$ cat src/dcache_pkg.sv
package dcache_pkg;

  // address and data geometry
  localparam int addr_bits   = 16;
  localparam int word_bits   = 64;
  localparam int offset_bits = 3;

  // 2-way, 16 sets, one word per block
  localparam int num_sets = 16;
  localparam int set_bits = 4;
  localparam int num_ways = 2;
  localparam int tag_bits = addr_bits - set_bits - offset_bits;

  // miss queue sizing
  localparam int mshr_depth    = 4;
  localparam int mshr_ptr_bits = $clog2(mshr_depth);

  // tag 0 on the bus means no transaction
  localparam int bus_tag_bits = 4;

  typedef enum logic [1:0] {
    bus_none  = 2'd0,
    bus_load  = 2'd1,
    bus_store = 2'd2
  } bus_cmd_t;

  typedef enum logic [1:0] {
    kind_load  = 2'd0,
    kind_store = 2'd1,
    kind_evict = 2'd2
  } miss_kind_t;

  typedef enum logic [1:0] {
    run    = 2'd0,
    drain  = 2'd1,
    sweep  = 2'd2,
    halted = 2'd3
  } flush_state_t;

endpackage

$ cat src/miss_queue.sv
`timescale 1ns/1ps

module miss_queue
  import dcache_pkg::*;
(
  input  logic                    clock,
  input  logic                    reset,
  input  logic                    push_en,
  input  miss_kind_t              push_kind,
  input  logic [addr_bits-1:0]    push_addr,
  input  logic [word_bits-1:0]    push_data,
  output logic                    mq_space,
  output logic                    mq_empty,
  output bus_cmd_t                mem_cmd,
  output logic [addr_bits-1:0]    mem_addr,
  output logic [word_bits-1:0]    mem_wdata,
  input  logic [bus_tag_bits-1:0] mem_response,
  input  logic [bus_tag_bits-1:0] mem_tag,
  input  logic [word_bits-1:0]    mem_rdata,
  output logic                    fill_en,
  output logic [addr_bits-1:0]    fill_addr,
  output logic [word_bits-1:0]    fill_data,
  output logic                    fill_dirty,
  input  logic                    fill_taken
);
  // entry control
  logic [mshr_depth-1:0] e_valid;
  logic [mshr_depth-1:0] e_issued;
  logic [mshr_depth-1:0] e_done;
  // entry payload
  miss_kind_t              e_kind [mshr_depth];
  logic [addr_bits-1:0]    e_addr [mshr_depth];
  logic [word_bits-1:0]    e_data [mshr_depth];
  logic [bus_tag_bits-1:0] e_tag  [mshr_depth];

  logic [mshr_ptr_bits-1:0] issue;
  logic [mshr_ptr_bits-1:0] head;
  logic [mshr_ptr_bits-1:0] tail;
  logic [mshr_ptr_bits:0]   count;

  logic                     merge_hit;
  logic [mshr_ptr_bits-1:0] merge_idx;
  logic                     merge_store;
  logic                     push_new;
  logic                     issue_ok;
  logic                     accepted;
  logic                     pop;
  logic [mshr_depth-1:0]    reply_hit;

  assign mq_empty = (count == '0);
  // room for a miss and its eviction
  assign mq_space = (count <= (mshr_depth - 2));

  // a line has at most one pending fill entry
  always_comb begin
    merge_hit = 1'b0;
    merge_idx = '0;
    for (int i = 0; i < mshr_depth; i++) begin
      if (e_valid[i] && e_kind[i] != kind_evict && e_addr[i] == push_addr) begin
        merge_hit = 1'b1;
        merge_idx = mshr_ptr_bits'(i);
      end
    end
  end

  assign push_new    = push_en && !(merge_hit && push_kind != kind_evict);
  assign merge_store = push_en && merge_hit && push_kind == kind_store;

  // bus request from the oldest unissued entry
  assign issue_ok = e_valid[issue] && !e_issued[issue];
  assign accepted = issue_ok && (mem_response != '0);

  always_comb begin
    mem_cmd = bus_none;
    if (issue_ok) begin
      mem_cmd = (e_kind[issue] == kind_evict) ? bus_store : bus_load;
    end
  end

  assign mem_addr  = e_addr[issue];
  assign mem_wdata = e_data[issue];

  always_comb begin
    for (int i = 0; i < mshr_depth; i++) begin
      reply_hit[i] = e_valid[i] && e_issued[i] && !e_done[i] && e_kind[i] != kind_evict
                     && mem_tag != '0 && e_tag[i] == mem_tag;
    end
  end

  // fills go back in order from the head
  assign fill_en    = e_valid[head] && e_done[head] && e_kind[head] != kind_evict;
  assign fill_addr  = e_addr[head];
  assign fill_data  = e_data[head];
  assign fill_dirty = (e_kind[head] == kind_store);

  // evictions leave once the bus took them
  assign pop = e_valid[head] &&
               ((e_kind[head] == kind_evict) ? e_issued[head] : (fill_en && fill_taken));

  always_ff @(posedge clock) begin
    if (reset) begin
      e_valid  <= '0;
      e_issued <= '0;
      e_done   <= '0;
      issue    <= '0;
      head     <= '0;
      tail     <= '0;
      count    <= '0;
    end else begin
      if (accepted) begin
        e_issued[issue] <= 1'b1;
        issue           <= issue + 1'b1;
      end
      for (int i = 0; i < mshr_depth; i++) begin
        if (reply_hit[i]) begin
          e_done[i] <= 1'b1;
        end
      end
      if (pop) begin
        e_valid[head] <= 1'b0;
        head          <= head + 1'b1;
      end
      // after pop, so a full queue can swap head for a new eviction
      if (push_new) begin
        e_valid[tail]  <= 1'b1;
        e_issued[tail] <= 1'b0;
        e_done[tail]   <= 1'b0;
        tail           <= tail + 1'b1;
      end
      count <= count + (mshr_ptr_bits + 1)'(push_new) - (mshr_ptr_bits + 1)'(pop);
    end
  end

  always_ff @(posedge clock) begin
    if (accepted) begin
      e_tag[issue] <= mem_response;
    end
    for (int i = 0; i < mshr_depth; i++) begin
      if (reply_hit[i] && e_kind[i] == kind_load) begin
        e_data[i] <= mem_rdata;
      end
    end
    // store data wins over memory data
    if (merge_store) begin
      e_kind[merge_idx] <= kind_store;
      e_data[merge_idx] <= push_data;
    end
    if (push_new) begin
      e_kind[tail] <= push_kind;
      e_addr[tail] <= push_addr;
      e_data[tail] <= push_data;
    end
  end

endmodule
$ cat config.mk
export PLATFORM = sky130hd
export DESIGN_NAME = miss_queue
export DESIGN_NICKNAME = d
export VERILOG_FILES = /design/src/dcache_pkg.sv /design/src/miss_queue.sv
export SDC_FILE = /design/constraint.sdc
export NUM_CORES = 1
export LEC_CHECK = 0
export BUFFER_PORTS_ARGS = -buffer_cell sky130_fd_sc_hd__buf_4
export CAP_MARGIN = 0
export CORE_MARGIN = 4
export CORE_UTILIZATION = 30
export CTS_CLUSTER_SIZE = 28
export DETAILED_ROUTE_END_ITERATION = 7
export PLACE_DENSITY = 0.54
export SYNTH_ARGS = -nofsm -noshare
export SYNTH_HDL_FRONTEND = slang
export SYNTH_SLANG_ARGS = --single-unit
$ cat constraint.sdc
create_clock -name clock -period 6.6 [get_ports clock]
set_input_delay 0.99 -clock clock [delete_from_list [all_inputs] [get_ports clock]]
set_output_delay 0.99 -clock clock [all_outputs]
set_load 0.1 [all_outputs]
; ---- Word level (Yosys, flattened, before mapping)
; Memories as Yosys holds them, arrays and structs flattened. A register that Yosys moved wholly into a read port is not among the register bits.
; Cells that the tools add are included.
[totals]
register_bits = 21
ramBits = 344
in_bits = 158
n_memories = 4
[memory_table]
columns = memory, depth, width, rd, rd_clocked_by_memory_dff, wr, line
row1 = e_data, 4, 64, 2, 2, 5, miss_queue.sv:33  ; logic [word_bits-1:0] e_data [mshr_depth];
row2 = e_addr, 4, 16, 6, 2, 1, miss_queue.sv:32  ; logic [addr_bits-1:0] e_addr [mshr_depth];
row3 = e_tag, 4, 4, 4, 0, 1, miss_queue.sv:34  ; logic [bus_tag_bits-1:0] e_tag [mshr_depth];
row4 = e_kind, 4, 2, 6, 2, 1, miss_queue.sv:31  ; miss_kind_t e_kind [mshr_depth];
[classes]
addsub = 5
order_cmp = 7
eq_ne = 18
mux = 73
bitwise = 7
n_reduce_logical = 60
[ops]
columns = cell, count
row1 = equality test 16 bit, 4
row2 = 2-to-1 mux 64 bit, 1
row3 = OR reduction 64 bit, 1
row4 = logical AND 1 bit, 45
row5 = 2-to-1 mux 1 bit, 38
row6 = 2-to-1 mux 2 bit, 19
row7 = 2-to-1 mux 4 bit, 7
row8 = equality test 4 bit, 4
row9 = bitwise AND 4 bit, 3
row10 = "inequality test 2 bit, second input constant", 6
row11 = binary-select mux 1 bit (select 2 bit), 5
row12 = "< comparator 2 x 3 -> 1 bit, second input constant", 3
row13 = logical NOT 2 bit, 4
row14 = NOT 4 bit, 2
row15 = bitwise OR 4 bit, 2
row16 = nonzero test 4 bit, 2
row17 = "adder 2 x 1 -> 2 bit, second input constant", 3
row18 = demux 1 bit (select 2 bit), 3
row19 = "greater-or-equal comparator 2 x 1 -> 1 bit, second input constant", 3
row20 = logical NOT 1 bit, 6
row21 = "equality test 2 x 1 -> 1 bit, second input constant", 2
row22 = "equality test 2 bit, second input constant", 2
row23 = adder 3 x 1 -> 3 bit, 1
row24 = "<= comparator 3 x 2 -> 1 bit, second input constant", 1
row25 = 3 further kinds, 3

; ---- Longest topological paths before layout
; An unclocked memory read counts as a cell.
[depth]
word_depth = 15
depth_mapped = 15
ltp_nobuf = 13

; ---- Least setup slack after synthesis
; Ideal clock, no wire load.
[synth_timing]
path_kind = input port to flip-flop
startpoint = in mem_tag[1]
endpoint = mem e_data[2][0] (enable)
arrival_ns = 6.639
t_required_ns = 6.019
slack_ns = -0.619
stages = 7
n_path_buf = 1
cell_sequence = clkbuf_1 nor3_1 nor3_1 a21oi_1 nor4_1 nand4_1 o31ai_1
[synth_rtl]
columns = element, line
row1 = "start, declared", miss_queue.sv:18  ; input logic [bus_tag_bits-1:0] mem_tag,
row2 = "end, declared", miss_queue.sv:33

==> flow_summary.yaml <==
drt:
  wl_per_cell_um: 25.5
  viasPerCell: 5.07
  drc_errors: 0
  drt_iter0_markers: 702
  num_vias: 11800
  ant_nets: 0
  drt-total-wl_mm: 59.6
  drt_pass1_iterations: 4
floorplanning:
  core_area_um2: 64700
  pin_count: 324
  placementRows: 93
  die_h_um: 264
  die_area_um2: 69900
  start_util: 0.305
  dieWidth_um: 264
clock_tree:
  clkTransAtPathRegs_ns: 0.06
  insertion_delay_ns: 0.59
  cts_setup_buffers: 0
  clock-sinks: 369
  cts_root_buf: "clkbuf_16"
  clockBufferDepth: 3
  htree_levels: 2
  cts_tree: "built"
  cts_resized: 0
  cts_made_buffers: 44
  cts_hold_buf: 0
power_and_ir_drop:
  power_density_nw_per_um2: 335
  vdd_drop_max_mv: 0.229
  p_leak_uw: 0.00828
worst_setup_path:
  path_cells: "buf_4 -> xnor2_1 -> nand3_1 -> nor4_1 -> nand4_1 -> a41oi_2 -> a2bb2oi_2 -> o21bai_4 -> buf_4 -> buf_4 -> mux2_2"
  crit_family: "buffers and inverters"
  critPathMaxStageDelay_ns: 0.69
  arrival_ns: 4.68
  cp_max_fo: 41
  critPathCaptureType: "register"
  crit_top_cell: "buf_4"
  cp_slowest_cell: "buf_4"
  crit_buf_inv: 3
  critPathLaunchType: "input pin"
  path_class: "in -> reg"
  required_ns: 6.93
final_layout:
  multi_input_area_um2: 8490
  nFillCells: 6124
  drive_above_1_share: 0.460
  regArea_um2: 10800
  syn2layout_area_growth_pct: 23.6
  final_common_cell: "edfxtp_1"
  final_nets: 1618
  final_cell_mix: "344 x edfxtp_1, 336 x buf_4, 165 x mux4_2, 152 x mux2_1, 104 x mux2_2"
synth:
  synth_fp_nets: 1306
  async_reset_ff_frac: 0
  synth_cells: 1132
  synth_cell_type_count: 46
  seq_area_frac_synth: 0.549
  synth_ff_type: "edfxtp_1"
  syn_area_um2: 19700
  synth_edf_count: 344
  ys_warn_count: 0
  synth_seq_cells: 369
  synth_area_per_cell_um2: 17.4
global_route:
  grt_first_pass_wirelength_mm: 88.1
  grt_usage: 0.167
  antenna_found_initial: 12
  grt_pass1_vias: 13000
  grt_max_degree: 65
  grt.overflow.total: 0
sta:
  finalCriticalPeriod_ns: 4.35
  setup_viol: 0
  finalMaxSlewViolations: 0
  tightestPinTransition_ns: 1.09
  fin_ws_ns: 2.25
  fmax_mhz: 230
  fin_skew_ns: 0.0382
  finalSetupTns_ns: 0
  hold_viol_final: 0
  slew-limit-headroom: 0.271
  period_share: 0.660
  rsz0062_at_grt: "no"
placed_design:
  gp_congestion: 0.771
  dpl.hpwl_mm: 38.7
  pre_cts_ws_ns: 1.57
  portBuffers: 323
outcome:
  outcome: "finished clean"
hold_path:
  min_path_type: "reg -> reg"
flow_run:
  cap_violations: 0
[power breakdown]
group / switching (uW) / leakage [uW] / internal, uW
clock: 1000 / 0.000631 / 1230
sequential: 160 / 0.00336 / 2710
combinational: 2220 / 0.00429 / 828
[state kept, by name (all words and copies together), names as in the netlist, named ones only]
register,cells
count,3
e_addr,64
e_data,256
e_done,4
e_issued,4
e_kind,8
e_tag,16
e_valid,4
head,2
issue,2
tail,2
[path summary, 6_finish.rpt]
| path | from | end | slack, ns | depth (start not counted) |
|---|---|---|---|---|
| setup / recovery | push_addr[10] | e_data[2][2]$_DFFE_PP_ | 2.25 | 11 |
| hold / removal | e_valid[3]$_SDFF_PP0_ | e_valid[3]$_SDFF_PP0_ | 0.50 | 2 |
| setup reg to reg | e_kind[2][1]$_DFFE_PN_ | e_data[2][2]$_DFFE_PP_ | 2.35 | 10 |
| hold reg to reg | e_valid[3]$_SDFF_PP0_ | e_valid[3]$_SDFF_PP0_ | 0.50 | 2 |
[cell usage after synthesis, types with 5 or more instances]
library cell,instances,area share
a21oi_1,8,0.0020
and2_1,5,0.0016
buf_1,18,0.0034
buf_2,10,0.0025
buf_4,8,0.0030
buf_6,12,0.0069
clkbuf_1,25,0.0048
dfxtp_1,25,0.025
edfxtp_1,344,0.52
ha_1,15,0.0095
inv_1,21,0.0040
mux2_1,152,0.087
mux2_2,104,0.059
mux4_2,165,0.19
nand2_1,22,0.0042
nand2b_1,8,0.0025
nand3_1,8,0.0020
nand4_1,10,0.0032
nor2_1,18,0.0034
nor2b_1,9,0.0029
nor3_1,15,0.0038
nor4_1,10,0.0032
xnor2_1,43,0.019
xor2_1,40,0.018
[worst register-to-register path: stages, from the launching register on]
cell	delay, ns
edfxtp_1	0.46
nand2b_1	0.22
nand3_1	0.12
nor4_1	0.44
nand4_1	0.30
a41oi_2	0.34
a2bb2oi_2	0.35
o21bai_4	0.18
buf_4	0.45
buf_4	0.70
mux2_2	0.44
[metal layers]
metal | share of wire | routed length [um] | track usage | up-vias
met5 | 0.0014 | 84 | 0 | -
met4 | 0.029 | 1700 | 0.0535 | 14
met3 | 0.061 | 3630 | 0.0439 | 103
met2 | 0.50 | 29700 | 0.281 | 347
met1 | 0.41 | 24500 | 0.212 | 6123
li1 | - | - | - | 5250
[logic make-up after synthesis]
family / synth area share
simple gates: 0.0308
mux: 0.337
xor+xnor: 0.0369
flops: 0.549
fa+ha+maj: 0.0105
buf+inv: 0.0246
compound gates: 0.0109
[per-stage QoR]
stage                     instance area, um2  hold WS, ns   util  std cells  total power (uW)
final                                  24400        0.504  0.377       2335              8160
after global routing                   24400        0.530  0.377       2333              8460
after CTS                              24400        0.509  0.376       2330              8270
after detailed placement               23100        0.499  0.357       2253              6000
after global placement                 23100        0.495  0.357       2253              5990
after floorplan                        19700        0.456      -       1132              5260
[layout make-up]
type                       instances  area share
clock inverter                    20     0.00575
sequential                       369       0.445
antenna                            5    0.000513
timing repair buffer             339       0.106
inverter                          21     0.00323
multi-input combinational        669       0.348
clock buffer                      57      0.0472
tap                              855      0.0439
Note: power is estimated with default switching activity, not from simulation.
