--- src/dcache_pkg.sv ---
package dcache_pkg;

  // address and data geometry
  localparam int addr_bits   = 16;
  localparam int word_bits   = 64;
  localparam int offset_bits = 3;

  // 2-way, 16 sets, one word per block
  localparam int num_sets = 16;
  localparam int set_bits = 4;
  localparam int num_ways = 2;
  localparam int tag_bits = addr_bits - set_bits - offset_bits;

  // miss queue sizing
  localparam int mshr_depth    = 4;
  localparam int mshr_ptr_bits = $clog2(mshr_depth);

  // tag 0 on the bus means no transaction
  localparam int bus_tag_bits = 4;

  typedef enum logic [1:0] {
    bus_none  = 2'd0,
    bus_load  = 2'd1,
    bus_store = 2'd2
  } bus_cmd_t;

  typedef enum logic [1:0] {
    kind_load  = 2'd0,
    kind_store = 2'd1,
    kind_evict = 2'd2
  } miss_kind_t;

  typedef enum logic [1:0] {
    run    = 2'd0,
    drain  = 2'd1,
    sweep  = 2'd2,
    halted = 2'd3
  } flush_state_t;

endpackage

--- src/dcache_array.sv ---
`timescale 1ns/1ps

module dcache_array
  import dcache_pkg::*;
(
  input  logic                 clock,
  input  logic                 reset,
  input  logic [addr_bits-1:0] rd_addr,
  output logic                 rd_hit,
  output logic [word_bits-1:0] rd_data,
  input  logic                 wr_en,
  input  logic [addr_bits-1:0] wr_addr,
  input  logic [word_bits-1:0] wr_data,
  input  logic                 wr_dirty,
  input  logic                 wr_fill,
  output logic                 wr_hit,
  output logic                 victim_valid,
  output logic                 victim_dirty,
  output logic [addr_bits-1:0] victim_addr,
  output logic [word_bits-1:0] victim_data
);
  logic [tag_bits-1:0]  tags  [num_ways][num_sets];
  logic [word_bits-1:0] lines [num_ways][num_sets];
  logic [num_ways-1:0]  valid [num_sets];
  logic [num_ways-1:0]  dirty [num_sets];
  // way to replace next, one bit per set
  logic [num_sets-1:0]  lru;

  logic [set_bits-1:0] rd_set;
  logic [set_bits-1:0] wr_set;
  logic [tag_bits-1:0] rd_tag;
  logic [tag_bits-1:0] wr_tag;
  logic                rd_way;
  logic                wr_hit_way;
  logic                wr_way;
  logic                by_index;

  assign rd_set = rd_addr[offset_bits +: set_bits];
  assign wr_set = wr_addr[offset_bits +: set_bits];
  assign rd_tag = rd_addr[addr_bits-1 -: tag_bits];
  assign wr_tag = wr_addr[addr_bits-1 -: tag_bits];

  // tag compare in both ways, for both ports
  always_comb begin
    rd_hit     = 1'b0;
    rd_way     = 1'b0;
    wr_hit     = 1'b0;
    wr_hit_way = 1'b0;
    for (int w = 0; w < num_ways; w++) begin
      if (valid[rd_set][w] && tags[w][rd_set] == rd_tag) begin
        rd_hit = 1'b1;
        rd_way = w[0];
      end
      if (valid[wr_set][w] && tags[w][wr_set] == wr_tag) begin
        wr_hit     = 1'b1;
        wr_hit_way = w[0];
      end
    end
  end

  assign rd_data = lines[rd_way][rd_set];

  // with offset bit 2 set the sweep names the way in offset bit 0
  assign by_index = wr_addr[offset_bits-1];
  assign wr_way   = by_index ? wr_addr[0] : (wr_hit ? wr_hit_way : lru[wr_set]);

  // the line the current write lands on
  assign victim_valid = valid[wr_set][wr_way];
  assign victim_dirty = dirty[wr_set][wr_way];
  assign victim_addr  = {tags[wr_way][wr_set], wr_set, {offset_bits{1'b0}}};
  assign victim_data  = lines[wr_way][wr_set];

  always_ff @(posedge clock) begin
    if (wr_en && (wr_fill || wr_hit) && !by_index) begin
      tags[wr_way][wr_set]  <= wr_tag;
      lines[wr_way][wr_set] <= wr_data;
    end
  end

  always_ff @(posedge clock) begin
    if (reset) begin
      lru   <= '0;
      valid <= '{default: '0};
      dirty <= '{default: '0};
    end else if (wr_en && (wr_fill || wr_hit)) begin
      lru[wr_set]           <= ~wr_way;
      dirty[wr_set][wr_way] <= wr_dirty;
      // index writes only clean the line
      if (!by_index) begin
        valid[wr_set][wr_way] <= 1'b1;
      end
    end
  end

endmodule

--- config.mk ---
export PLATFORM = sky130hd
export DESIGN_NAME = dcache_array
export DESIGN_NICKNAME = d
export VERILOG_FILES = /design/src/dcache_pkg.sv /design/src/dcache_array.sv
export SDC_FILE = /design/constraint.sdc
export NUM_CORES = 2
export LEC_CHECK = 0
export BUFFER_PORTS_ARGS = -buffer_cell sky130_fd_sc_hd__buf_2
export CAP_MARGIN = 5
export CORE_MARGIN = 4
export CORE_UTILIZATION = 34
export CTS_CLUSTER_SIZE = 10
export DETAILED_ROUTE_END_ITERATION = 10
export PLACE_DENSITY_LB_ADDON = 0.15
export SYNTH_ARGS = -nofsm -noshare
export SYNTH_HDL_FRONTEND = slang
export SYNTH_SLANG_ARGS = --single-unit
--- constraint.sdc ---
create_clock -name clock -period 11.3 [get_ports clock]
set_input_delay 2.825 -clock clock [delete_from_list [all_inputs] [get_ports clock]]
set_output_delay 2.825 -clock clock [all_outputs]
set_load 0.01 [all_outputs]
Word level (Yosys, flattened, before mapping)
Memories as Yosys holds them, arrays and structs flattened. Index checks and enable logic that the tools add are counted.

Bits of input ports: 101. RAM bits: 2336. Memories kept: 2. Bits in registers: 80.

Memory list: lines (depth 2, bits a word 1024, read ports 2, clocked after Yosys merged registers in 0, wr ports 1, RTL line dcache_array.sv:23) `logic [word_bits-1:0] lines [num_ways][num_sets];`; tags (depth 2, bits a word 144, read ports 3, clocked after Yosys merged registers in 0, wr ports 1, RTL line dcache_array.sv:22) `logic [tag_bits-1:0] tags [num_ways][num_sets];`.

Bitwise operators: 5. Equality and inequality tests: 4. $lt $le $gt $ge: 7. Mux-type cells: 59. Reductions and logical operators: 12.

Operator list (count): $mux W1024 (1); $bmux W64 S4 (2); $mux W64 (5); $demux W64 S4 (1); $bmux W9 S4 (5); $mux W144 (1); $mux W9 (11); $demux W9 S4 (1); $eq A9 B9 Y1 (4); $bwmux W32 (1); $or A32 B32 Y32 (1); $bmux W2 S4 (3); $bwmux W16 (1); $mux W1 (16); $mux W2 (7); $ge A5 B5 Y1 const B (2); $not A4 Y5 (2); $logic_and A1 B1 Y1 (9); $demux W2 S4 (1); $lt A4 B5 Y1 const B (1); $lt A5 B1 Y1 const B (1); $bmux W1 S4 (1); $demux W1 S4 (1); $ge A4 B1 Y1 const B (1); 7 further kinds (8).

Depth between registers and ports, before layout
Word-level depth: 17. Depth in mapped cells: 19. Mapped depth without buffers: 11.

Worst setup path after synthesis
Ideal clock, no wire load.

Kind: input port to flip-flop. From: input port wr_addr[4]. To: memory lines[0][512] (netlist name), enable pin. Library setup time: 596 ps. Arrival time: 10656 ps. Path buffers: 7. Required time: 10704 ps. Path slack: 48 ps. Stages on the path: 16. Path through: buf_2 -> buf_4 -> buf_4 -> mux4_2 -> mux2i_1 -> xor2_1 -> nand2_1 -> a211oi_2 -> a31oi_1 -> o31ai_1 -> buf_4 -> buf_6 -> buf_4 -> nand2_1 -> buf_2 -> nor3_1.

Word-level cells in the longest chain between the ends: 13. Elaborated cells between the ends (all ways): 31. Those cells by class: order compare (2); eq/ne (2); mux (20); bitwise (1); reduce/logical (6).

Ends and longest elaborated chain: from (decl) (RTL line dcache_array.sv:12) `input logic [addr_bits-1:0] wr_addr,`; $not A4 Y5 (not written as such) (RTL line dcache_array.sv:54, dcache_array.sv:76); $bmux W9 S4 (RTL line dcache_array.sv:54) `if (valid[wr_set][w] && tags[w][wr_set] == wr_tag) begin`; $mux W9 (not written as such) (2 in series) (RTL line dcache_array.sv:54); $eq A9 B9 Y1 (RTL line dcache_array.sv:54); $logic_and A1 B1 Y1 (RTL line dcache_array.sv:54); $mux W1 (2 in series) (RTL line dcache_array.sv:54); $logic_or A1 B1 Y1 (RTL line dcache_array.sv:74) `if (wr_en && (wr_fill || wr_hit) && !by_index) begin`; $logic_and A1 B1 Y1 (2 in series) (RTL line dcache_array.sv:74); $mux W1 (RTL line dcache_array.sv:74); $mux W1024 (not written as such) (RTL line dcache_array.sv:76) `lines[wr_way][wr_set] <= wr_data;`; to (decl) (RTL line dcache_array.sv:23).

Several ways; a longest one is shown, not always the timed one. The select of a mux whose other input is x is not followed.

Worst setup path after layout
From: input port wr_addr[3]. To: output port victim_data[50].

Word-level cells in the longest chain between the ends: 14. Elaborated cells between the ends (all ways): 25. Those cells by class: eq/ne (2); mux (19); bitwise (1); reduce/logical (2); memory (1).

Ends and longest elaborated chain: $not A4 Y5 (not written as such) (RTL line dcache_array.sv:54, dcache_array.sv:71); $bmux W9 S4 (RTL line dcache_array.sv:54); $mux W9 (not written as such) (2 in series) (RTL line dcache_array.sv:54); $eq A9 B9 Y1 (RTL line dcache_array.sv:54); $logic_and A1 B1 Y1 (RTL line dcache_array.sv:54); $mux W1 (2 in series) (RTL line dcache_array.sv:54); $mux W1 (2 in series) (RTL line dcache_array.sv:65) `assign wr_way = by_index ? wr_addr[0] : (wr_hit ? wr_hit_way : lru[wr_set]);`; $mem_v2 Z2 W1024; $bmux W64 S4 (*) (RTL line dcache_array.sv:71) `assign victim_data = lines[wr_way][wr_set];`; $mux W64 (not written as such) (*) (2 in series) (RTL line dcache_array.sv:71); to (decl) (RTL line dcache_array.sv:20) `output logic [word_bits-1:0] victim_data`.

Every way passes the cells marked *; elsewhere a longest branch is shown, timed or not. The select of a mux whose other input is x is not followed.

==> results.json <==
{
  "multi_input_area_um2": 40100,
  "path_clk_slew_ns": 0.06,
  "grt.met2_usage_pct": 40.5,
  "p_sw_w": 0.00483,
  "powerDensity_nw_per_um2": 154,
  "antenna_left": 0,
  "cts_setup_buffers": 0,
  "rows": 212,
  "hold_path_class": "reg2reg",
  "rrSetupSlack_ns": 5.33,
  "dieWidth_um": 588,
  "track_usage_pct": 24.6,
  "htree_num_levels": 5,
  "regArea_um2": 71700,
  "p_leak_nw": 42.2,
  "grtUsageMet1_pct": 33.3,
  "syn_inst": 6819,
  "dp_hpwl_um": 232000,
  "drt_iter0_markers": 8939,
  "core_area_um2": 334000,
  "avgSynthCellArea_um2": 16.8,
  "period_minus_slack_ns": 11.20,
  "post-route-drc-count": 0,
  "clkLatencyLatePin_ns": 0.92,
  "crit_path_max_fanout": 30,
  "drv_slew": 0,
  "nNetsFinal": 7178,
  "wl_per_cell_um": 37.4,
  "holdBufCountCts": 0,
  "skew_ns": 0.0468,
  "combPwrFrac_pct": 8.9,
  "antenna_found_initial": 51,
  "cp.required_ns": 8.48,
  "crit_path_start": "wr_addr[3]",
  "setup_tns_ns": 0,
  "syn2layout_area_growth_pct": 14.2,
  "ys.warnings.count": 0,
  "grt_max_degree": 116,
  "ys.flop_type": "edfxtp_1",
  "start_util_pct": 34.2,
  "final.fill_count": 30400,
  "cts_resized": 0,
  "via_count": 72700,
  "crit_buf_inv": 6,
  "grt_pass1_wl_um": 602000,
  "cpPeakStageDelay_ns": 0.60,
  "grt_use_met3_pct": 3.92,
  "async_flop_share_pct": 0,
  "yosysSeqAreaShare_pct": 62.7,
  "cts_tree": "built",
  "cts-buffers-inserted": 294,
  "io_buffers": 241,
  "cp.arrival_ns": 8.38,
  "max-vdd-ir-drop_mv": 0.0991,
  "synth_most_common_cell": "edfxtp_1",
  "switching_share_pct": 24.0,
  "p_int_w": 0.0153,
  "synth_area_um2": 114000,
  "outcome": "finished clean",
  "grt-busiest-layer": "met2",
  "ios": 249,
  "worstPathCellList": "buf_8 > buf_4 > mux4_2 > o32ai_1 > nor4_1 > buf_4 > nand2_1 > a211oi_2 > a31oi_1 > buf_4 > o31a_2 > nor2_4 > buf_12 > a221o_1 > o21ai_0 > a211oi_2 > buf_2",
  "end_kind": "output pin",
  "post-route-period-util_pct": 99.1,
  "critical_path_class": "in2out",
  "tightestPinTransition_ns": 1.16,
  "viasPerCell": 6.20,
  "dr.pass1.iters": 6,
  "hold_violations": 0,
  "die-area_um2": 346000,
  "finalPower_w": 0.0202,
  "setup_violations": 0,
  "crit_path_frequent_cell": "buf_4",
  "rsz0062_at_grt": "false",
  "synth_area_leaders": "edfxtp_1 (61%), mux4_2 (17%), mux2i_1 (5.2%)",
  "grt-ovfl-total": 0,
  "synth_cell_types": 60,
  "critical_path.top_delay_family": "compound AO/OA/AOI/OAI gates",
  "die_h_um": 588,
  "cts_max_path_buffers": 4,
  "grt_pass1_vias": 74000,
  "relSlewSlack_pct": 22.7,
  "startpoint_type": "input port",
  "synth-edff-count": 2336,
  "cpMaxStageDelayCell": "a211oi_2",
  "layout-drive-gt1-share_pct": 27.1,
  "p_seq_share_pct": 48.9,
  "synth_top_area_cell": "edfxtp_1",
  "place_congestion": 0.789,
  "cts_root_buf": "clkbuf_16",
  "finalWirelength_um": 438000,
  "timing.rr.start": "tags[0][33]",
  "synthTopCellsByCount": "edfxtp_1 (2336), mux4_2 (871), mux2i_1 (592)",
  "synth_top_area_share_pct": 61.3,
  "holdCritStartpoint": "dirty[27]",
  "clock_sinks": 2416,
  "cap_violations": 0,
  "fmax_ghz": 0.0893,
  "p_clk_share_pct": 42.2,
  "synth_seq_cells": 2416
}
layout make-up:
cell class              count  area share (%)
diodes                     17          0.0325
clock buffers             384            6.02
clock inverters            48           0.281
inverters                  73           0.215
multi-input cells        3756            30.7
flip-flops and latches   2416            54.9
well taps                4494            4.30
repair buffers            536            3.62
registers in the layout (all words and copies together), names as in the netlist:
register  cells
dirty        32
lines      2048
lru          16
tags        288
valid        32
layout by cell type, fill, tap and decap left out, drive strengths merged, types with 29 or more instances in the layout:
master / n
mux2i: 592
a22oi: 97
buf: 535
nor3: 57
clkinv: 36
mux2: 85
clkbuf: 385
a222oi: 64
inv: 85
o221ai: 130
a221o: 64
nand3: 29
edfxtp: 2336
a211oi: 70
a221oi: 95
o21a: 34
o22ai: 203
nor2: 191
o21ai: 160
a21oi: 299
nand2: 485
nor4: 69
dfxtp: 80
mux4: 871
final timing paths:
path / to / cells after the start
max reg2reg: lines[0][611] / 13
max: victim_data[50] / 17
min reg2reg: dirty[27] / 2
min: dirty[27] / 2
cell families (layout without fill, tap and decap cells):
kind of cell	after synthesis	in the layout	synth area share (%)
buf+inv	649	1041	2.59
other cells	1	20	0.00328
xor+xnor	44	44	0.337
flops	2416	2416	62.7
simple gates	884	884	3.29
mux	1548	1548	23.1
compound gates	1277	1277	7.97
stage by stage:
step	area, µm²	hold slack (ns)	util (%)	instances	setup WS (ns)
floorplan	115000	0.447	-	6821	0.0475
global placement	123000	0.457	36.6	11300	0.189
finish	131000	0.468	39.1	11700	0.0961
CTS	131000	0.473	39.1	11700	0.128
global route	131000	0.500	39.1	11700	0.0165
detailed placement	123000	0.464	36.6	11300	0.145
worst min-delay path, delay by kind of cell, from the launching register on:
family,cells,cell delay (ns)
compound gates,2,0.12
flops,1,0.30
power groups by stage:
stage / Combinational, W / Clock, W / Sequential (W)
2_1_floorplan: 0.00100 / 0 / 0.0101
3_3_place_gp: 0.00180 / 0 / 0.0100
3_5_place_dp: 0.00181 / 0 / 0.0100
4_1_cts: 0.00181 / 0.00868 / 0.00987
5_1_grt: 0.00189 / 0.00907 / 0.00986
6_report: 0.00180 / 0.00850 / 0.00987
metal layers:
metal | vias to the layer above | wire length [µm] | share of wire (%)
met5 | - | 64 | 0.015
met4 | 10 | 17000 | 3.9
met3 | 811 | 33900 | 7.7
met2 | 3604 | 210000 | 48
met1 | 39200 | 178000 | 41
li1 | 29100 | - | -
Power figures use the tool's default switching activity.
