### src/dcache_pkg.sv
package dcache_pkg;

  // address and data geometry
  localparam int addr_bits   = 16;
  localparam int word_bits   = 64;
  localparam int offset_bits = 3;

  // 2-way, 16 sets, one word per block
  localparam int num_sets = 16;
  localparam int set_bits = 4;
  localparam int num_ways = 2;
  localparam int tag_bits = addr_bits - set_bits - offset_bits;

  // miss queue sizing
  localparam int mshr_depth    = 4;
  localparam int mshr_ptr_bits = $clog2(mshr_depth);

  // tag 0 on the bus means no transaction
  localparam int bus_tag_bits = 4;

  typedef enum logic [1:0] {
    bus_none  = 2'd0,
    bus_load  = 2'd1,
    bus_store = 2'd2
  } bus_cmd_t;

  typedef enum logic [1:0] {
    kind_load  = 2'd0,
    kind_store = 2'd1,
    kind_evict = 2'd2
  } miss_kind_t;

  typedef enum logic [1:0] {
    run    = 2'd0,
    drain  = 2'd1,
    sweep  = 2'd2,
    halted = 2'd3
  } flush_state_t;

endpackage

### src/dcache_controller.sv
`timescale 1ns/1ps

module dcache_controller
  import dcache_pkg::*;
(
  input  logic                 clock,
  input  logic                 reset,
  // load and store queues
  input  logic                 ld_en,
  input  logic [addr_bits-1:0] ld_addr,
  output logic                 ld_valid,
  output logic [word_bits-1:0] ld_data,
  input  logic                 st_en,
  input  logic [addr_bits-1:0] st_addr,
  input  logic [word_bits-1:0] st_data,
  output logic                 st_accept,
  input  logic                 flush,
  output logic                 halt,
  // array
  output logic [addr_bits-1:0] rd_addr,
  input  logic                 rd_hit,
  input  logic [word_bits-1:0] rd_data,
  output logic                 wr_en,
  output logic [addr_bits-1:0] wr_addr,
  output logic [word_bits-1:0] wr_data,
  output logic                 wr_dirty,
  output logic                 wr_fill,
  input  logic                 wr_hit,
  input  logic                 victim_valid,
  input  logic                 victim_dirty,
  input  logic [addr_bits-1:0] victim_addr,
  input  logic [word_bits-1:0] victim_data,
  // miss queue
  output logic                 push_en,
  output miss_kind_t           push_kind,
  output logic [addr_bits-1:0] push_addr,
  output logic [word_bits-1:0] push_data,
  input  logic                 mq_space,
  input  logic                 mq_empty,
  input  logic                 fill_en,
  input  logic [addr_bits-1:0] fill_addr,
  input  logic [word_bits-1:0] fill_data,
  input  logic                 fill_dirty,
  output logic                 fill_taken
);
  flush_state_t         state;
  // set and way below a top bit that ends the sweep
  logic [set_bits+1:0]  sweep_cnt;
  logic [addr_bits-1:0] ld_line;
  logic [addr_bits-1:0] st_line;
  logic [addr_bits-1:0] sweep_addr;

  logic load_act;
  logic store_act;
  logic sweep_act;
  logic st_miss;
  logic ld_miss;
  logic fill_evict;
  logic sweep_evict;
  logic sweep_step;

  assign ld_line = {ld_addr[addr_bits-1:offset_bits], {offset_bits{1'b0}}};
  assign st_line = {st_addr[addr_bits-1:offset_bits], {offset_bits{1'b0}}};
  // offset bit 2 asks the array for the way in bit 0
  assign sweep_addr = {{tag_bits{1'b0}}, sweep_cnt[set_bits:1], 1'b1,
                       {(offset_bits-2){1'b0}}, sweep_cnt[0]};

  assign load_act  = (state == run) && ld_en;
  assign store_act = (state == run) && st_en;
  assign sweep_act = (state == sweep) && !sweep_cnt[set_bits+1];

  assign rd_addr  = ld_line;
  assign ld_valid = load_act && rd_hit;
  assign ld_data  = rd_data;

  assign st_accept = store_act && (wr_hit || mq_space);
  assign st_miss   = store_act && !wr_hit && mq_space;

  // fills only use the write port when no store wants it
  assign fill_taken = fill_en && !store_act && (state != sweep);
  // the eviction takes the head slot that the fill frees
  assign fill_evict = fill_taken && !wr_hit && victim_valid && victim_dirty;

  // a missed load just retries when the one push slot is taken
  assign ld_miss = load_act && !rd_hit && mq_space && !st_miss && !fill_evict;

  assign sweep_evict = sweep_act && victim_valid && victim_dirty;
  assign sweep_step  = sweep_act && (!sweep_evict || mq_space);

  // write port priority is sweep, then store, then fill
  always_comb begin
    wr_addr  = fill_addr;
    wr_data  = fill_data;
    wr_dirty = fill_dirty;
    wr_fill  = 1'b1;
    wr_en    = fill_taken;
    if (state == sweep) begin
      wr_addr  = sweep_addr;
      wr_dirty = 1'b0;
      wr_en    = sweep_step;
    end else if (store_act) begin
      wr_addr  = st_line;
      wr_data  = st_data;
      wr_dirty = 1'b1;
      wr_fill  = 1'b0;
      wr_en    = wr_hit;
    end
  end

  always_comb begin
    push_en   = fill_evict || (sweep_evict && mq_space);
    push_kind = kind_evict;
    push_addr = victim_addr;
    push_data = victim_data;
    if (st_miss) begin
      push_en   = 1'b1;
      push_kind = kind_store;
      push_addr = st_line;
      push_data = st_data;
    end else if (ld_miss) begin
      push_en   = 1'b1;
      push_kind = kind_load;
      push_addr = ld_line;
    end
  end

  // flush drains, writes back dirty lines, drains again and halts
  always_ff @(posedge clock) begin
    if (reset) begin
      state     <= run;
      sweep_cnt <= '0;
    end else begin
      case (state)
        run: begin
          if (flush) begin
            state <= drain;
          end
        end
        drain: begin
          if (mq_empty) begin
            state <= sweep;
          end
        end
        sweep: begin
          if (sweep_step) begin
            sweep_cnt <= sweep_cnt + 1'b1;
          end
          if (sweep_cnt[set_bits+1] && mq_empty) begin
            state <= halted;
          end
        end
        default: begin
          state <= halted;
        end
      endcase
    end
  end

  assign halt = (state == halted);

endmodule

### config.mk
export PLATFORM = sky130hd
export DESIGN_NAME = dcache_controller
export DESIGN_NICKNAME = d
export VERILOG_FILES = /design/src/dcache_pkg.sv /design/src/dcache_controller.sv
export SDC_FILE = /design/constraint.sdc
export NUM_CORES = 1
export LEC_CHECK = 0
export ABC_AREA = 0
export BUFFER_PORTS_ARGS = -buffer_cell sky130_fd_sc_hd__buf_2
export CORE_AREA = 2 2 228 230
export CTS_BUF_LIST = sky130_fd_sc_hd__clkbuf_2
export CTS_CLUSTER_DIAMETER = 200
export CTS_CLUSTER_SIZE = 20
export DETAILED_ROUTE_END_ITERATION = 12
export DIE_AREA = 0 0 230 232
export GPL_TIMING_DRIVEN = 0
export HOLD_SLACK_MARGIN = 0.08
export PLACE_DENSITY = 0.34
export SLEW_MARGIN = 20
export SYNTH_ARGS = -nofsm -noshare
export SYNTH_HDL_FRONTEND = slang
export SYNTH_SLANG_ARGS = --single-unit
### constraint.sdc
create_clock -name clock -period 1.9 [get_ports clock]
set_input_delay 0.095 -clock clock [delete_from_list [all_inputs] [get_ports clock]]
set_output_delay 0.095 -clock clock [all_outputs]
set_load 0.01 [all_outputs]
Word-level counts from Yosys, hierarchy flattened
Index checks and enable logic that the tools add are counted.
{"block": "op_classes", "eq_ne": 7, "reduce_logical": 34, "n_mux": 21, "addsub": 1}
{"cell": "$mux 64", "n": 3}
{"cell": "$mux 16", "n": 4}
{"cell": "$logic_and 1x1->1", "n": 21}
{"cell": "$mux 2", "n": 5}
{"cell": "$mux 1", "n": 8}
{"cell": "$logic_not 1->1", "n": 7}
{"cell": "$add 6x1->6 const B", "n": 1}
{"cell": "$ne 2x2->1 const B", "n": 3}
{"cell": "$pmux 2 s3", "n": 1}
{"cell": "$eq 2x2->1 const B", "n": 2}
{"cell": "$logic_or 1x1->1", "n": 3}
{"cell": "$reduce_and 3->1", "n": 1}
{"cell": "$eq 2x1->1 const B", "n": 1}
{"cell": "$logic_not 2->1", "n": 1}
{"cell": "$ne 2x1->1 const B", "n": 1}
{"cell": "$reduce_and 2->1", "n": 1}
{"block": "totals", "out_inout_bits": 250, "reg_bits": 8, "input_bits": 333, "wordCells": 65}

Longest topological paths before layout
Gate-level depths: netlist (run 1).
{"block": "logic_depth", "ltp_word": 12, "depth_mapped": 8, "depth_no_buf": 5}

Least setup slack after synthesis (run 1)
Ideal clock, no wire load.
{"block": "synth_path", "path_type": "register -> output", "start": "reg state[1]", "end": "out push_addr[10]", "arrival_time_ns": 1.360, "slack_ns": 0.445, "stages_incl_launch_ff": 6, "cell_sequence": "dfxtp_1 nor2_2 and4b_4 a21oi_4 buf_6 a221o_1"}
{"block": "synth_between", "elab_chain_cells": 12, "elab_cells_between_ends": 20, "classes_between": "eq/ne: 1; mux: 2; reduce/logical: 17"}
{"item": "start, declared", "line": "dcache_controller.sv:46", "text": "flush_state_t state;"}
{"item": "start signal, assigned", "line": "dcache_controller.sv:130", "text": "state <= run;"}
{"item": "start signal, assigned", "line": "dcache_controller.sv:136", "text": "state <= drain;"}
{"item": "start signal, assigned", "line": "dcache_controller.sv:141", "text": "state <= sweep;"}
{"item": "$logic_not 2->1", "line": "dcache_controller.sv:68, dcache_controller.sv:69"}
{"item": "$logic_and 1x1->1", "line": "dcache_controller.sv:69", "text": "assign store_act = (state == run) && st_en;"}
{"item": "$logic_not 1->1", "line": "dcache_controller.sv:80", "text": "assign fill_taken = fill_en && !store_act && (state != sweep);"}
{"item": "$logic_and 1x1->1 (2 in a row)", "line": "dcache_controller.sv:80"}
{"item": "$logic_and 1x1->1 (3 in a row)", "line": "dcache_controller.sv:82", "text": "assign fill_evict = fill_taken && !wr_hit && victim_valid && victim_dirty;"}
{"item": "$logic_not 1->1", "line": "dcache_controller.sv:85", "text": "assign ld_miss = load_act && !rd_hit && mq_space && !st_miss && !fill_evict;"}
{"item": "$logic_and 1x1->1", "line": "dcache_controller.sv:85"}
{"item": "$mux 16", "line": "dcache_controller.sv:120", "text": "end else if (ld_miss) begin"}
{"item": "$mux 16 (*)", "line": "dcache_controller.sv:115", "text": "if (st_miss) begin"}
{"item": "end, declared", "line": "dcache_controller.sv:36", "text": "output logic [addr_bits-1:0] push_addr,"}
Every way passes the cells marked *; elsewhere a longest branch is shown, timed or not.

Worst setup path in the final report (run 1)
{"block": "layout_path", "start": "reg state[0]", "end": "out push_addr[11]"}
The elaborated chain is that of the path after synthesis.

==> results of run 1 <==
==> cells in the mapped netlist (4+ instances only) <==
master | number | area (um^2)
buf_4 | 85 | 638
nand3_1 | 5 | 25.0
a21oi_1 | 14 | 70.1
and2_1 | 18 | 113
clkbuf_1 | 7 | 26.3
buf_2 | 21 | 105
mux2i_1 | 4 | 40.0
nand2_1 | 414 | 1550
xor2_1 | 4 | 35.0
o21ai_0 | 6 | 30.0
nor2_1 | 12 | 45.0
dfxtp_1 | 8 | 160
a221o_1 | 10 | 100
==> critical path, cell delays in order, from the launching register on <==
cell and delay (ns):
dfxtp_4 0.38, nor2_4 0.16, and4b_4 0.29, a21oi_4 0.11, buf_6 0.15, a221o_1 0.33
buf_2 0.15
==> cells by family after synthesis <==
kind of cell / share of synthesized area (%)
simple gates: 57.8
buf+inv: 25.6
compound gates: 8.85
flops: 4.97
xor+xnor: 1.09
mux: 1.24
fa+ha+maj: 0.388
other cells: 0.116
==> through the flow <==
step,area [um^2],setup TNS (ns),hold slack [ns],std cells
floorplan,3230,0,0.235,644
global placement,6620,-20.28,0.339,1832
detailed placement,6620,-20.59,0.347,1832
CTS,6880,-0.118,0.127,1841
global route,6990,-1.22,0.148,1847
finish,6990,-0.000837,0.129,1847
==> where the power goes <==
| part | switching [mW] | internal [mW] | leakage, nW |
|---|---|---|---|
| Clock | 0.0655 | 0.0431 | 0.0125 |
| Sequential | 0.00854 | 0.172 | 0.0662 |
| Combinational | 1.06 | 0.911 | 4.15 |
| Total | 1.13 | 1.13 | 4.23 |
==> cell type report <==
cell class	instances	share of cell area, %
timing repair buffer	520	38.1
multi-input combinational	514	32.7
sequential	8	2.40
tap	680	12.2
inverter	5	0.447
buffer	117	14.0
clock buffer	3	0.215
==> repair_timing <==
| action | 4_1_cts | 5_1_grt |
|---|---|---|
| gates cloned | 1 | 1 |
| hold buffers | 1 | 0 |
| setup buffers | 4 | 6 |
| pin swaps | 2 | 10 |
| hold endpoints to repair | 1 | 0 |
| gates resized for setup | 63 | 22 |
| endpoints found under the setup margin | 166 | 128 |
==> sequential cells by signal (all words and copies together) (netlist names) <==
name / flops
sweep_cnt: 6
state: 2
==> routing by layer <==
metal	vias up	global-route usage, %	wire (um)
met5	-	0	0
met4	0	1.19	278
met3	10	1.09	1720
met2	300	16.4	13300
met1	2601	11.1	11000
li1	2952	-	-
==> worst max path at each step <==
| stage | start | endpoint | slack (ns) | depth (start not counted) |
|---|---|---|---|---|
| floorplan | state[1]$_SDFFE_PP0P_ | push_addr[10] | 0.45 | 5 |
| global placement | state[1]$_SDFFE_PP0P_ | push_data[4] | -0.53 | 8 |
| detailed placement | state[1]$_SDFFE_PP0P_ | push_data[4] | -0.57 | 8 |
| CTS | state[1]$_SDFFE_PP0P_ | push_addr[11] | -0.03 | 6 |
| global route | state[0]$_SDFFE_PP0P_ | push_addr[11] | -0.07 | 6 |
| finish | state[0]$_SDFFE_PP0P_ | push_addr[11] | -0.0008 | 6 |
==> summary.txt, run 1 <==
Run status
  • Run status: finished with violations
  • Failing checks: setup timing

Logic synthesis
  • Cell Area, Synth: 0.00322 mm^2
  • Main synth FF type: dfxtp_1
  • Sequential area share after synthesis: 4.97%
  • Netlist cell types: 37
  • Async SR Flop Fraction: 0%
  • Ys Warns: 0
  • Synthesized area per cell: 5.02 um^2
  • Register bit count reported by yosys: 8
  • Cells after synthesis: 642
  • Post-synth EDFFs: 0

Hold path
  • Min-Delay Path Depth: 3
  • Worst hold start: mq_empty
  • HP Class: input pin to register
  • Worst hold endpoint: state[1]$_SDFFE_PP0P_

Drt
  • Via count: 5863
  • DRC Markers: 0
  • Drt pass-1 iters: 7
  • DRT antenna net count: 0
  • Starting DRT DRC Count: 173
  • DR vias/cell: 3.17
  • WL final: 26300 um
  • Average wire per standard cell: 14.2 um

Setup path
  • Worst-path fanout max: 5
  • Number of cells on the worst reg-to-reg path: 6
  • Critical Path RT: 1.80 ns
  • CP Class: register to output port
  • Worst setup SP type: register
  • CP arrival: 1.81 ns
  • Critical path capture point type: output port
  • Worst r2r dst: sweep_cnt[0]$_SDFFE_PP0P_
  • RR Startpoint: state[0]$_SDFFE_PP0P_
  • Register-to-Register Setup Slack: 0.41 ns

Global route
  • Initial antenna violation count: 0
  • GRT overflow: 0
  • First-pass GRT wire length: 35600 um
  • GRT Total Usage: 8.85%
  • Largest net degree at the start of global routing: 11
  • Vias in the first global route: 5664

Layout
  • Area grow syn2layout: 117%
  • Most common cell after layout, fill and taps aside: buf_2
  • Layout Nets: 1503
  • Area of the multi-input gates: 0.00229 mm^2
  • Antenna Cells: 0
  • FILL cells: 6045
  • Layout cells sized above 1: 56.7%
  • Area taken by flip-flops and latches: 168 um^2
  • Util after Layout: 13.7%
  • Commonest non-fill, non-tap cells in the layout: 510 x buf_2, 410 x nand2_1, 95 x buf_4

Timing
  • Setup Skew: 0.00702 ns
  • # setup viols final: 1
  • Slew Limit Fails: 0
  • Final Hold Viols: 0
  • Tmin final: 1.90 ns
  • Final worst setup slack: -0.000837 ns
  • Crit share post-route: 100%
  • RSZ-0062 raised after global routing: true
  • Max Fclk: 526 MHz

Job
  • Max-cap check violation count: 0

Die
  • Initial Util: 6.33%
  • Die Wd: 230 um
  • I/O Pins: 583
  • Die Area: 0.0534 mm^2
  • Die height: 232 um
  • Std-Cell Rows: 83
  • Area of the core: 0.0509 mm^2

Power
  • Pleak: 4.23 nW
  • Power density cells: 323 mW/mm^2
  • Power Total: 2.26 mW
  • Max VDD drop: 0.112 mV

Clock tree
  • CTS root buf: clkbuf_2
  • Clock Path Buffers: 2
  • CTS buffer count: 3
  • Clock Pin Slew Worst Setup and Hold Paths: 0.09 ns
  • CTS tree: built
  • H-tree depth: 1
  • Clock Latency Late Sink: 0.25 ns
  • Clock sink count: 8

Place
  • I/O Buffers: 508
  • GP Congestion: 0.854
  • DP Wirelength: 23000 um
  • Place WS: -0.568 ns
Power figures use the tool's default switching activity.
==> run 2, diff against run 1 <==
==> constraint.sdc (replaced) <==
create_clock -name clock -period 1.9 [get_ports clock]
set_input_delay 0.095 -clock clock [delete_from_list [all_inputs] [get_ports clock]]
set_output_delay 0.095 -clock clock [all_outputs]
set_load 0.005 [all_outputs]
==> run 2 against run 1 <==
The run now ends clean. Die area did not move. Clock power barely moved. Flip-flop and latch count did not move. Count of clock-buffer cells in the layout unchanged. Power decreased by 8.5%. Non-clock buffer count is 2 lower. Cell area decreased by 0.50%. Combinational power shrank 9.6%. Cell count barely moved. Clock skew rose by 0.00056 ns. Core utilization fell by 0.069 points. Critical endpoint unchanged. Largest cell class unchanged. Largest power group unchanged.
==> summary.txt, run 2 (synthesis gave the netlist of run 1 again) <==
Layout
  • Util after Layout: 13.7%
  • Layout cells sized above 1: 56.6%
  • Finished Layout Cells: 1846
  • Largest registers: sweep_cnt: 6 flops, state: 2 flops
  • Most common cell after layout, fill and taps aside: buf_2
  • Reg with most FFs: sweep_cnt
  • Commonest non-fill, non-tap cells in the layout: 512 x buf_2, 411 x nand2_1, 92 x buf_4
  • Layout Nets: 1501
  • Area grow syn2layout: 116%
  • Max reg flops: 6

Place
  • I/O Buffers: 508
  • GP Congestion: 0.854
  • DP Wirelength: 23000 um
  • Placed insts: 1832

Drt
  • Drt pass-1 iters: 4
  • Via count: 5898
  • DRC Markers: 0
  • DR vias/cell: 3.20
  • Starting DRT DRC Count: 184
  • WL final: 26300 um
  • Average wire per standard cell: 14.2 um
  • DRT antenna net count: 0

Clock tree
  • CTS buffer count: 3
  • Clock Pin Slew Worst Setup and Hold Paths: 0.09 ns
  • Clock Path Buffers: 2
  • Clock Latency Late Sink: 0.25 ns
  • CTS root buf: clkbuf_2
  • CTS tree: built
  • Clock sink count: 8
  • H-tree depth: 1

Die
  • Die Area: 0.0534 mm^2
  • Die height: 232 um
  • I/O Pins: 583
  • Std-Cell Rows: 83
  • Die Wd: 230 um
  • Initial Util: 6.33%
  • Area of the core: 0.0509 mm^2

Run status
  • Run status: finished, final reports clean

Setup path
  • Worst-path fanout max: 5
  • CP Class: register to output port
  • CP arrival: 1.80 ns
  • Worst setup SP type: register
  • Critical Path RT: 1.80 ns
  • Critical path capture point type: output port

Power
  • Power Total: 2.06 mW
  • Power density cells: 297 mW/mm^2
  • Max VDD drop: 0.111 mV
  • Pleak: 4.21 nW

Global route
  • First-pass GRT wire length: 35600 um
  • Largest net degree at the start of global routing: 11
  • Initial antenna violation count: 0
  • GRT overflow: 0
  • GRT Total Usage: 8.86%
  • Vias in the first global route: 5660

Timing
  • Setup Skew: 0.00758 ns
  • Final Hold Viols: 0
  • Tmin final: 1.89 ns
  • RSZ-0062 raised after global routing: true
  • Slew Limit Fails: 0
  • # setup viols final: 0
  • Crit share post-route: 99.5%
  • Max Fclk: 529 MHz

Hold path
  • HP Class: input pin to register

Job
  • Max-cap check violation count: 0
## run 2: what timing repair did
action	in CTS	in global routing
endpoints found under the setup margin	166	95
resized for setup	61	20
cloned	1	1
setup buffers	3	5
hold buffers	1	0
pin swaps	2	10
hold endpoints to repair	1	0
## run 2: metal layers
metal	GRT usage, %	up-vias	routed length, um
met2	16.4	308	13200
met1	11.1	2624	11000
li1	-	2954	-
met4	1.19	0	301
met5	0	-	0
met3	1.09	12	1730
## run 2: path summary, 6_finish.rpt
path                            depth (start not counted)                         to  slack, ns                      start
worst min register to register                          2  sweep_cnt[1]$_SDFFE_PP0P_       0.51  sweep_cnt[1]$_SDFFE_PP0P_
worst max register to register                          6  sweep_cnt[0]$_SDFFE_PP0P_       0.41      state[0]$_SDFFE_PP0P_
worst min-delay path                                    3      state[1]$_SDFFE_PP0P_       0.13                   mq_empty
worst max-delay path                                    6              push_addr[11]       0.01      state[0]$_SDFFE_PP0P_
## run 2: final cells by class
class                   count  area, um^2
clock buffers               3        15.0
flip-flops and latches      8         168
diodes                      1        2.50
fillers                  6048       43900
repair buffers            518        2630
well taps                 680         851
plain buffers             117         977
inverters                   5        31.3
multi-input cells         514        2280
## run 2: report_power, final
group | leakage (nW) | internal, mW | switching [mW] | total [mW]
registers | 0.0662 | 0.172 | 0.00857 | 0.181
logic | 4.13 | 0.889 | 0.886 | 1.78
clock network | 0.0125 | 0.0431 | 0.0653 | 0.108
total | 4.21 | 1.10 | 0.960 | 2.06
## run 2: critical path, cell delays in order (launching register included)
cell	delay, ns
dfxtp_4	0.38
nor2_4	0.16
and4b_4	0.29
a21oi_4	0.10
buf_6	0.15
a221o_1	0.33
buf_2	0.14
## run 2: per-stage QoR
step                setup WS [ns]  hold slack [ns]  TNS, ns  instance area, um^2
floorplan                   0.480            0.235        0                 3230
global placement           -0.515            0.339   -18.30                 6620
detailed placement         -0.550            0.347   -18.63                 6620
CTS                       -0.0179            0.127  -0.0541                 6850
global route              -0.0568            0.148   -0.667                 6950
finish                    0.00994            0.129        0                 6960
==> run 3, diff against run 2 <==
--- a/config.mk
+++ b/config.mk
@@ -13,9 +13,9 @@
 export CTS_CLUSTER_SIZE = 20
 export DETAILED_ROUTE_END_ITERATION = 12
 export DIE_AREA = 0 0 230 232
-export GPL_TIMING_DRIVEN = 0
 export HOLD_SLACK_MARGIN = 0.08
-export PLACE_DENSITY = 0.34
+export PLACE_DENSITY = 0.35
+export REMOVE_ABC_BUFFERS = 1
 export SLEW_MARGIN = 20
 export SYNTH_ARGS = -nofsm -noshare
 export SYNTH_HDL_FRONTEND = slang
==> constraint.sdc (replaced) <==
create_clock -name clock -period 1.6 [get_ports clock]
set_input_delay 0.08 -clock clock [delete_from_list [all_inputs] [get_ports clock]]
set_output_delay 0.08 -clock clock [all_outputs]
set_load 0.005 [all_outputs]
==> run 3 against run 2 <==
Global-route usage grew 3.2 points. The run now ends with setup timing left. Clock skew about the same. Cell count is 5.4% lower. Flip-flop and latch count stayed put. Largest power group unchanged. Combinational power is 75% higher. Critical path depth up 2. Cell area rose by 26%.
==> summary.txt, run 3 (synthesis gave the netlist of run 1 again) <==
Setup path
  • Critical path capture point type: output port
  • Number of cells on the worst reg-to-reg path: 6
  • Most used cell along the critical path: buf_12
  • CP top delay family: buffers and inverters
  • CP arrival: 1.78 ns
  • Critical Path RT: 1.52 ns
  • Levels on crit path: 8
  • Worst-path fanout max: 7
  • CP Class: register to output port
  • Register-to-Register Setup Slack: 0.14 ns
  • Critical Path Start: state[1]$_SDFFE_PP0P_
  • CP cell instances: nor2_4 -> and2_4 -> buf_6 -> buf_12 -> buf_12 -> nand2_2 -> a21oi_1 -> buf_2
  • CP max stage cell: dfxtp_2
  • Worst r2r dst: sweep_cnt[0]$_SDFFE_PP0P_
  • Max incr delay on CP: 0.35 ns
  • Crit path buffers/inverters: 4
  • RR Startpoint: state[0]$_SDFFE_PP0P_
  • Crit path to: wr_addr[13]
  • Worst setup SP type: register

Place
  • Place WS: -0.124 ns
  • Placement Cell Area: 0.00590 mm^2
  • Placed insts: 1681
  • GP Congestion: 0.819
  • DP Wirelength: 25200 um
  • I/O Buffers: 445

Layout
  • Area grow syn2layout: 172%
  • Largest registers: sweep_cnt: 6 flops, state: 2 flops
  • Layout cells sized above 1: 76.8%
  • Post-route cell area: 0.00877 mm^2
  • Area of the multi-input gates: 0.00354 mm^2
  • Layout Nets: 1397
  • Util after Layout: 17.2%
  • Area taken by flip-flops and latches: 165 um^2
  • Max reg flops: 6
  • Most common cell after layout, fill and taps aside: buf_2
  • FILL cells: 5745
  • Commonest non-fill, non-tap cells in the layout: 397 x buf_2, 169 x nand2_1, 141 x nand2_2
  • Finished Layout Cells: 1747
  • Reg with most FFs: sweep_cnt

Drt
  • Via count: 6057
  • DRT antenna net count: 0
  • DR vias/cell: 3.47
  • WL final: 35000 um
  • Starting DRT DRC Count: 190
  • Average wire per standard cell: 20.1 um
  • Drt pass-1 iters: 5
  • DRC Markers: 0

Global route
  • Largest net degree at the start of global routing: 32
  • Initial antenna violation count: 15
  • Global route hottest layer: met2
  • Met1 Resource Use GR: 12.4%
  • First-pass GRT wire length: 44900 um
  • GRT Total Usage: 12.0%
  • Met2 GRT Util: 19.9%
  • Met3 usage: 8.52%
  • Vias in the first global route: 5926
  • GRT overflow: 0

Clock tree
  • CTS tree: built
  • H-tree depth: 1
  • Clock sink count: 8
  • CTS root buf: clkbuf_2
  • CTS buffer count: 3
  • Clock Pin Slew Worst Setup and Hold Paths: 0.09 ns
  • Clock Path Buffers: 2
  • Clock Latency Late Sink: 0.25 ns

Power
  • Power density cells: 394 mW/mm^2
  • Power Total: 3.46 mW
  • Pleak: 4.74 nW
  • Max VDD drop: 0.169 mV

Die
  • Die Wd: 230 um
  • Std-Cell Rows: 83
  • I/O Pins: 583
  • Area of the core: 0.0509 mm^2
  • Die Area: 0.0534 mm^2
  • Initial Util: 6.33%
  • Die height: 232 um

Timing
  • WHS: 0.101 ns
  • Final worst setup slack: -0.262 ns
  • Max Fclk: 537 MHz
  • Fin Setup TNS: -21.59 ns
  • Setup Skew: 0.00712 ns
  • Crit share post-route: 116%
  • RSZ-0062 raised after global routing: true
  • # setup viols final: 166
  • Slew Limit Fails: 0
  • Tmin final: 1.86 ns
  • Final Hold Viols: 0

Hold path
  • HP Class: input pin to register

Run status
  • Run status: finished with violations
  • Failing checks: setup timing

Job
  • Max-cap check violation count: 0
## run 3: cell types whose count changed in the layout (fill, tap and decap cells not counted), sizes merged
cell / delta
buf: -97
clkbuf: -8
diode: +5
bufbuf: +3
a21oi: -1
dlygate4sd3: -1
## run 3: how the worst min path moves through the flow
stage | cells after the start | startpoint | to
final | 2 | reset | state[1]$_SDFFE_PP0P_
after global routing | 2 | reset | sweep_cnt[3]$_SDFFE_PP0P_
after CTS | 2 | reset | state[1]$_SDFFE_PP0P_
after detailed placement | 0 | rd_data[41] | ld_data[41]
after global placement | 0 | rd_data[41] | ld_data[41]
after floorplan | 1 | reset | sweep_cnt[1]$_SDFFE_PP0P_
## run 3: final cells by class
type	instances	area share, %
Multi-Input combinational cell	513	40.4
Sequential cell	8	1.88
Timing Repair Buffer	532	47.2
Inverter	5	0.499
Tap cell	680	9.70
Clock buffer	3	0.171
Antenna cell	6	0.171
## run 3: power by group
part           internal (mW)  switching, mW
combinational           1.63           1.49
clock                 0.0511         0.0762
sequential             0.205        0.00725
total                   1.88           1.58
## run 3: repair_timing
action	in CTS	in global routing
setup endpoints to repair	165	166
hold buffers	0	0
gates resized for setup	312	230
pin swaps	178	99
setup buffers	38	7
gates cloned	31	1
## run 3: layer usage
layer / part of all wire (%) / vias to the layer above / routed length, um
li1: - / 2759 / -
met1: 35 / 2758 / 12200
met2: 46 / 460 / 16000
met3: 16 / 60 / 5530
met4: 2.3 / 20 / 804
met5: 1.4 / - / 479
